**src/logic/pll_ctrl_pkg.sv**
```systemverilog
package pll_ctrl_pkg;

  localparam int DRP_ADDR_W = 5;
  localparam int DRP_DATA_W = 16;

  localparam int CFG_SEL_W   = 2;
  localparam int CFG_COUNT   = 1 << CFG_SEL_W;
  localparam int CFG_ENTRIES = 4;
  localparam int ENTRY_IDX_W = $clog2(CFG_ENTRIES);

  localparam int LOCK_STABLE_CYCLES = 16;
  localparam int LOCK_CNT_W         = $clog2(LOCK_STABLE_CYCLES);
  localparam int RST_HOLD_CYCLES    = 15;
  localparam int SLOW_DIV_STAGES    = 5;

  // A set mask bit takes the table data bit, a clear one keeps the PLL register bit.
  typedef struct packed {
    logic [DRP_ADDR_W-1:0] addr;
    logic [DRP_DATA_W-1:0] mask;
    logic [DRP_DATA_W-1:0] data;
  } drp_entry_t;

  typedef struct packed {
    logic                  en;
    logic                  we;
    logic [DRP_ADDR_W-1:0] addr;
    logic [DRP_DATA_W-1:0] di;
  } drp_req_t;

  typedef struct packed {
    logic [DRP_DATA_W-1:0] dout;
    logic                  rdy;
  } drp_rsp_t;

  // Output divider, feedback multiplier, lock and filter settings per configuration.
  localparam drp_entry_t DRP_CFG_TABLE [CFG_COUNT][CFG_ENTRIES] = '{
    '{'{5'h08, 16'h0fff, 16'h0041}, '{5'h09, 16'h00ff, 16'h0000},
      '{5'h14, 16'h0fff, 16'h0208}, '{5'h18, 16'h03ff, 16'h00fa}},
    '{'{5'h08, 16'h0fff, 16'h0082}, '{5'h0a, 16'h00ff, 16'h0001},
      '{5'h14, 16'h0fff, 16'h0410}, '{5'h19, 16'h7c00, 16'h3c00}},
    '{'{5'h0b, 16'h0fff, 16'h0104}, '{5'h0c, 16'h00ff, 16'h0080},
      '{5'h15, 16'h0fff, 16'h0186}, '{5'h1a, 16'hffff, 16'h7e9c}},
    '{'{5'h08, 16'hf000, 16'h1000}, '{5'h09, 16'h0fff, 16'h0a5a},
      '{5'h16, 16'h00ff, 16'h0033}, '{5'h1c, 16'h0f0f, 16'h0909}}
  };

endpackage
```
**src/logic/pll_ctrl_sys.sv**
```systemverilog
`timescale 1ns/1ps

module pll_ctrl_sys (
  input  logic                               CLKS,
  input  logic                               RSTXS,
  input  logic [pll_ctrl_pkg::CFG_SEL_W-1:0] cfg_sel,
  input  logic                               cfg_chg,
  input  pll_ctrl_pkg::drp_rsp_t             drp_rsp,
  input  logic                               pll_locked,
  output pll_ctrl_pkg::drp_req_t             drp_req,
  output logic                               pll_rst,
  output logic                               busy,
  output logic                               core_rstx,
  output logic                               slow_clk
);

  logic lock_stable;

  drp_sequencer u_drp_sequencer (
    .CLKS    (CLKS),
    .RSTXS   (RSTXS),
    .cfg_sel (cfg_sel),
    .cfg_chg (cfg_chg),
    .drp_rsp (drp_rsp),
    .drp_req (drp_req),
    .pll_rst (pll_rst),
    .busy    (busy)
  );

  lock_monitor u_lock_monitor (
    .CLKS        (CLKS),
    .RSTXS       (RSTXS),
    .pll_locked  (pll_locked),
    .lock_stable (lock_stable)
  );

  clk_rst_gen u_clk_rst_gen (
    .CLKS        (CLKS),
    .RSTXS       (RSTXS),
    .lock_stable (lock_stable),
    .busy        (busy),
    .core_rstx   (core_rstx),
    .slow_clk    (slow_clk)
  );

endmodule

```
**src/logic/clk_rst_gen.sv**
```systemverilog
`timescale 1ns/1ps

module clk_rst_gen (
  input  logic CLKS,
  input  logic RSTXS,
  input  logic lock_stable,
  input  logic busy,
  output logic core_rstx,
  output logic slow_clk
);

  localparam int STAGES = pll_ctrl_pkg::SLOW_DIV_STAGES;

  logic              release_ok;
  logic              chain_clr;
  logic [STAGES-1:0] stage;
  logic [STAGES-1:0] step;

  assign release_ok = lock_stable & ~busy;

  pulse_extend #(
    .CYCLES (pll_ctrl_pkg::RST_HOLD_CYCLES)
  ) u_rst_hold (
    .CLKS  (CLKS),
    .RSTXS (RSTXS),
    .din   (release_ok),
    .dout  (core_rstx)
  );

  // Clearing on the release condition too lets slow_clk drop together with core_rstx.
  assign chain_clr = ~core_rstx | ~release_ok;

  // Toggle chain; a stage flips when every stage below it is high and about to wrap.
  assign step[0] = 1'b1;

  for (genvar i = 1; i < STAGES; i++) begin : g_step
    assign step[i] = step[i-1] & stage[i-1];
  end

  for (genvar i = 0; i < STAGES; i++) begin : g_div
    always_ff @(posedge CLKS or negedge RSTXS) begin
      if (!RSTXS) begin
        stage[i] <= 1'b0;
      end else if (chain_clr) begin
        stage[i] <= 1'b0;
      end else if (step[i]) begin
        stage[i] <= ~stage[i];
      end
    end
  end

  assign slow_clk = stage[STAGES-1];

endmodule

```
**src/logic/lock_monitor.sv**
```systemverilog
`timescale 1ns/1ps

module lock_monitor (
  input  logic CLKS,
  input  logic RSTXS,
  input  logic pll_locked,
  output logic lock_stable
);

  logic [1:0]                            sync_q;
  logic [pll_ctrl_pkg::LOCK_CNT_W-1:0]   run_cnt;

  // Two-flop synchronizer for the asynchronous PLL lock.
  always_ff @(posedge CLKS or negedge RSTXS) begin
    if (!RSTXS) begin
      sync_q <= 2'b00;
    end else begin
      sync_q <= {sync_q[0], pll_locked};
    end
  end

  // Any low sample clears the run, so lock must be seen uninterrupted.
  always_ff @(posedge CLKS or negedge RSTXS) begin
    if (!RSTXS) begin
      run_cnt     <= '0;
      lock_stable <= 1'b0;
    end else if (!sync_q[1]) begin
      run_cnt     <= '0;
      lock_stable <= 1'b0;
    end else if (run_cnt ==
                 pll_ctrl_pkg::LOCK_CNT_W'(pll_ctrl_pkg::LOCK_STABLE_CYCLES - 1)) begin
      lock_stable <= 1'b1;
    end else begin
      run_cnt <= run_cnt + 1'b1;
    end
  end

endmodule

```
**src/logic/drp_sequencer.sv**
```systemverilog
`timescale 1ns/1ps

module drp_sequencer (
  input  logic                               CLKS,
  input  logic                               RSTXS,
  input  logic [pll_ctrl_pkg::CFG_SEL_W-1:0] cfg_sel,
  input  logic                               cfg_chg,
  input  pll_ctrl_pkg::drp_rsp_t             drp_rsp,
  output pll_ctrl_pkg::drp_req_t             drp_req,
  output logic                               pll_rst,
  output logic                               busy
);

  typedef enum logic [2:0] {
    S_IDLE,
    S_READ,
    S_READ_WAIT,
    S_WRITE,
    S_WRITE_WAIT
  } state_t;

  state_t                                   state;
  logic [pll_ctrl_pkg::CFG_SEL_W-1:0]       sel_q;
  logic [pll_ctrl_pkg::ENTRY_IDX_W-1:0]     idx;
  logic [pll_ctrl_pkg::DRP_DATA_W-1:0]      wr_data;
  pll_ctrl_pkg::drp_entry_t                 entry;
  logic                                     last_entry;

  assign entry      = pll_ctrl_pkg::DRP_CFG_TABLE[sel_q][idx];
  assign last_entry = (idx == pll_ctrl_pkg::ENTRY_IDX_W'(pll_ctrl_pkg::CFG_ENTRIES - 1));

  // The PLL stays in reset for the whole sequence and is released after the last write.
  always_ff @(posedge CLKS or negedge RSTXS) begin
    if (!RSTXS) begin
      state   <= S_IDLE;
      sel_q   <= '0;
      idx     <= '0;
      busy    <= 1'b0;
      pll_rst <= 1'b0;
    end else begin
      case (state)
        S_IDLE: begin
          if (cfg_chg) begin
            sel_q   <= cfg_sel;
            idx     <= '0;
            busy    <= 1'b1;
            pll_rst <= 1'b1;
            state   <= S_READ;
          end
        end
        S_READ: begin
          state <= S_READ_WAIT;
        end
        S_READ_WAIT: begin
          if (drp_rsp.rdy) begin
            state <= S_WRITE;
          end
        end
        S_WRITE: begin
          state <= S_WRITE_WAIT;
        end
        S_WRITE_WAIT: begin
          if (drp_rsp.rdy) begin
            if (last_entry) begin
              busy    <= 1'b0;
              pll_rst <= 1'b0;
              state   <= S_IDLE;
            end else begin
              idx   <= idx + 1'b1;
              state <= S_READ;
            end
          end
        end
        default: begin
          state <= S_IDLE;
        end
      endcase
    end
  end

  // Merge the read-back value with the table entry.
  always_ff @(posedge CLKS) begin
    if (state == S_READ_WAIT && drp_rsp.rdy) begin
      wr_data <= (drp_rsp.dout & ~entry.mask) | (entry.data & entry.mask);
    end
  end

  assign drp_req.en   = (state == S_READ) || (state == S_WRITE);
  assign drp_req.we   = (state == S_WRITE);
  assign drp_req.addr = entry.addr;
  assign drp_req.di   = wr_data;

endmodule

```
**src/logic/pulse_extend.sv**
```systemverilog
`timescale 1ns/1ps

module pulse_extend #(
  parameter int CYCLES = pll_ctrl_pkg::RST_HOLD_CYCLES
) (
  input  logic CLKS,
  input  logic RSTXS,
  input  logic din,
  output logic dout
);

  localparam int CNT_W = (CYCLES > 1) ? $clog2(CYCLES) : 1;

  logic [CNT_W-1:0] cnt;

  // Low passes straight through, high only after din has stayed high long enough.
  always_ff @(posedge CLKS or negedge RSTXS) begin
    if (!RSTXS) begin
      cnt  <= '0;
      dout <= 1'b0;
    end else if (!din) begin
      cnt  <= '0;
      dout <= 1'b0;
    end else if (!dout) begin
      if (cnt == CNT_W'(CYCLES - 1)) begin
        dout <= 1'b1;
      end else begin
        cnt <= cnt + 1'b1;
      end
    end
  end

endmodule

```
**config.mk**
```make
export PLATFORM = sky130hd
export DESIGN_NAME = pll_ctrl_sys
export DESIGN_NICKNAME = d
export VERILOG_FILES = /design/src/logic/pll_ctrl_pkg.sv /design/src/logic/pll_ctrl_sys.sv /design/src/logic/clk_rst_gen.sv /design/src/logic/lock_monitor.sv /design/src/logic/drp_sequencer.sv /design/src/logic/pulse_extend.sv
export SDC_FILE = /design/constraint.sdc
export NUM_CORES = 1
export LEC_CHECK = 0
export ABC_AREA = 1
export BUFFER_PORTS_ARGS = -buffer_cell sky130_fd_sc_hd__buf_2
export CAP_MARGIN = 20
export CORE_ASPECT_RATIO = 0.75
export CORE_MARGIN = 4
export CORE_UTILIZATION = 50
export DETAILED_ROUTE_END_ITERATION = 8
export HOLD_SLACK_MARGIN = 0.02
export PLACE_DENSITY = 0.72
export SLEW_MARGIN = 15
export SYNTH_ARGS = -nofsm -noshare
export SYNTH_HDL_FRONTEND = slang
export SYNTH_SLANG_ARGS = --single-unit
```
**constraint.sdc**
```tcl
create_clock -name CLKS -period 3.9 [get_ports CLKS]
set_input_delay 0.39 -clock CLKS [delete_from_list [all_inputs] [get_ports CLKS]]
set_output_delay 0.39 -clock CLKS [all_outputs]
set_load 0.01 [all_outputs]
```
==> metrics <==
hold_buf cts 0; wire length per cell approximately 12 um; synthesized net count between 300 and 400; Setup CP Type register to primary output; Reg2Reg Depth 4; Setup Skew around 0.008 ns; Post-DRT Antenna Nets 0; # diodes 0; R2R Path End u_drp_sequencer.wr_data[12]; Max Cap Viol 0; Compound-Gate Fraction of Synth Area 0.111; Vias 1876; Slew Viols, Final 0; CP peak stage delay ~0.43 ns; RSZ-0062 raised after global routing no; TritonCTS clock tree done; Worst setup SP type register; IR drop worst, VDD roughly 0.31 mV; combinational family with the most area after synthesis simple AND/OR/NAND/NOR gates; final count of negative-setup-slack endpoints 0; fmax about 480 MHz; dpl cell area ~2500 sq um; die area 5610 sq um; final net count around 360; CP Capture Type primary output; CTS buffer count 5; slew at the pin with the worst max-slew slack 0.555 ns; Post-CTS Setup Bufs 0; final count of hold timing violations 0; number of global-route vias before repair about 1800; Detailed Route Iter0 Violations 181; Worst R2R Start u_drp_sequencer.idx[1]; largest net degree at the start of global routing 26; Die Y 65.9 um; initial antenna violation count 0; layout cell share with drive strength beyond 1 0.211; XOR/XNOR Fraction of Synth Area 0.00393; Post-Synth Adder-Cell Area 0.0673; post-synthesis cell type count 26; total track usage 0.182; TNS Setup 0 ns; Initial Utilization 0.534; cell area power density 605 nW/um^2; Mean Syn Cell Area roughly 8.2 sq um; Area Overhead vs Synth 16.5%; Final Wtd Congestion 0.883; Simple-Gate Fraction of Synth Area 0.243; post-route cell area ~2600 sq um; Resize count post-CTS 0; Ports 50; Port Buffer Count 49; Remaining Overflow, GRT 0; DIE WIDTH between 80 and 90 um; row count 20; drt pass-1 iters 4; multiplexer area fraction after synthesis 0; htree depth 2; Max-slew headroom 0.630; clock tree buffer depth 2; Crit-path slowest cell dfrtp_1; CP Cell Sequence ha_1, inv_1, nor2_1, inv_1, nand2_1, nand2_1, o21ai_0, buf_2; register bit total from synthesis a little over 40; post-DP HPWL 3.45 mm; CTS clk-pin slew, worst paths 0.08 ns; crit path DAT 1.70 ns; CP max FO 5; synthesized area around 2200 sq um; Final min period around 2.1 ns; outcome complete, no violations; Fill cells 368; DRC 0; Worst R2R Setup Slack ~2.1 ns; first-pass GRT wire length 7.98 mm; post-DR vias/cell about 5; Mapped Cells between 200 and 300; synthesis warning total 0; register area share after synthesis 0.496; Crit path required time 3.51 ns; fin crit share 0.537; Clock Sinks 41; Clk Latency, worst-skew pair between 0.2 and 0.3 ns; CTS Root Cell clkbuf_8; Leakage Power around 0.0014 uW; routed wire length between 4 and 5 mm; min-delay worst type input pin to asynchronous set/reset pin; Core ar. between 4000 and 5000 sq um
-- critical path: cells and delay by family (launching register included) --
kind | cells | cell delay (ns)
buffers and inverters | 3 | 0.33
adder cells (fa/ha/maj) | 1 | 0.22
flip-flops | 1 | 0.43
AO/OA/AOI/OAI | 1 | 0.08
AND/OR/NAND/NOR | 3 | 0.36
-- how the worst max path moves through the flow --
stage	start	end	slack, ns
after floorplan	u_drp_sequencer.state[2]	u_drp_sequencer.wr_data[0]	2.14
after global placement	u_drp_sequencer.sel_q[0]	drp_req[17]	2.15
after detailed placement	u_drp_sequencer.idx[1]	u_drp_sequencer.wr_data[12]	2.09
after CTS	u_drp_sequencer.sel_q[0]	drp_req[17]	1.81
after global routing	u_drp_sequencer.idx[1]	drp_req[16]	1.65
final	u_drp_sequencer.sel_q[0]	drp_req[17]	1.81
-- cells by family after synthesis --
group,count (synthesis)
compound gates,45
xor+xnor,1
fa+ha+maj,12
buf+inv,43
flops,41
simple gates,129
-- metrics by stage --
stage,instances,util,setup WS (ns),hold WS (ns),power [uW]
6_report,378,0.622,1.81,0.0722,1570
3_3_place_gp,370,0.602,2.15,0.332,1300
5_1_grt,378,0.622,1.65,0.103,1720
3_5_place_dp,370,0.602,2.09,0.335,1310
4_1_cts,378,0.622,1.81,0.0872,1580
2_1_floorplan,271,-,2.14,0.0944,1120
-- final cells by class --
type	count	area, sq um	area share
well taps	55	68.8	0.0265
repair buffers	50	253	0.0972
multi-input cells	187	948	0.365
flip-flops and latches	41	1110	0.425
clock inverters	3	16.3	0.00626
clock buffers	5	68.8	0.0265
inverters	37	139	0.0534
-- cells in the mapped netlist --
cell	count	area, sq um
a21oi_1	11	55.1
a21oi_2	1	8.76
a22oi_1	1	7.51
and3_2	1	7.51
buf_2	3	15.0
buf_4	3	22.5
dfrtp_1	25	626
edfxtp_1	16	480
ha_1	12	150
inv_1	36	135
inv_2	1	3.75
nand2_1	76	285
nand2_2	1	6.26
nand2_4	1	11.3
nand3_1	16	80.1
nand4_1	2	12.5
nor2_1	25	93.8
nor2_2	2	12.5
nor3_1	1	5.00
nor3b_1	2	15.0
o211ai_1	1	7.51
o21ai_0	29	145
o21ai_4	1	16.3
o21bai_1	1	7.51
or2_2	2	12.5
xor2_1	1	8.76
-- placed cells by master (no fill, tap or decap) --
| master | netlist | layout |
|---|---|---|
| nand2_1 | 76 | 76 |
| buf_2 | 3 | 49 |
| inv_1 | 36 | 36 |
| o21ai_0 | 29 | 29 |
| nor2_1 | 25 | 25 |
| dfrtp_1 | 25 | 25 |
| nand3_1 | 16 | 16 |
| edfxtp_1 | 16 | 16 |
| ha_1 | 12 | 12 |
| a21oi_1 | 11 | 11 |
| clkbuf_8 | 0 | 5 |
| or2_2 | 2 | 2 |
| nor2_2 | 2 | 2 |
| nor3b_1 | 2 | 2 |
| nand4_1 | 2 | 2 |
| clkinv_2 | 0 | 2 |
| nand2_2 | 1 | 1 |
| a21oi_2 | 1 | 1 |
| o21ai_4 | 1 | 1 |
| nand2_4 | 1 | 1 |
| o211ai_1 | 1 | 1 |
| inv_2 | 1 | 1 |
| and3_2 | 1 | 1 |
| nor3_1 | 1 | 1 |
| xor2_1 | 1 | 1 |
| o21bai_1 | 1 | 1 |
| a22oi_1 | 1 | 1 |
| inv_4 | 0 | 1 |
| buf_4 | 3 | 1 |
-- registers in the layout, summed over array words and instances, names as in the netlist --
| register | count |
|---|---|
| u_clk_rst_gen.slow_clk | 1 |
| u_drp_sequencer.idx | 2 |
| u_drp_sequencer.pll_rst | 1 |
| u_lock_monitor.run_cnt | 4 |
| u_lock_monitor.lock_stable | 1 |
| u_drp_sequencer.wr_data | 16 |
| u_drp_sequencer.state | 3 |
| u_clk_rst_gen.u_rst_hold.cnt | 4 |
| u_drp_sequencer.sel_q | 2 |
| u_clk_rst_gen.u_rst_hold.dout | 1 |
| u_lock_monitor.sync_q | 2 |
| u_clk_rst_gen.stage | 4 |
-- routing by layer --
metal	GRT usage	routed length, um	up-vias
met1	0.262	2230	817
met3	0.0623	438	4
li1	-	-	974
met4	0.0494	46	0
met5	0	0	-
met2	0.262	1830	81
-- power breakdown --
| group | internal (uW) | switching, uW | total (uW) |
|---|---|---|---|
| combinational | 235 | 431 | 666 |
| clock | 124 | 145 | 269 |
| sequential | 568 | 70.0 | 638 |
No activity file was read; power rests on OpenSTA's default activity.
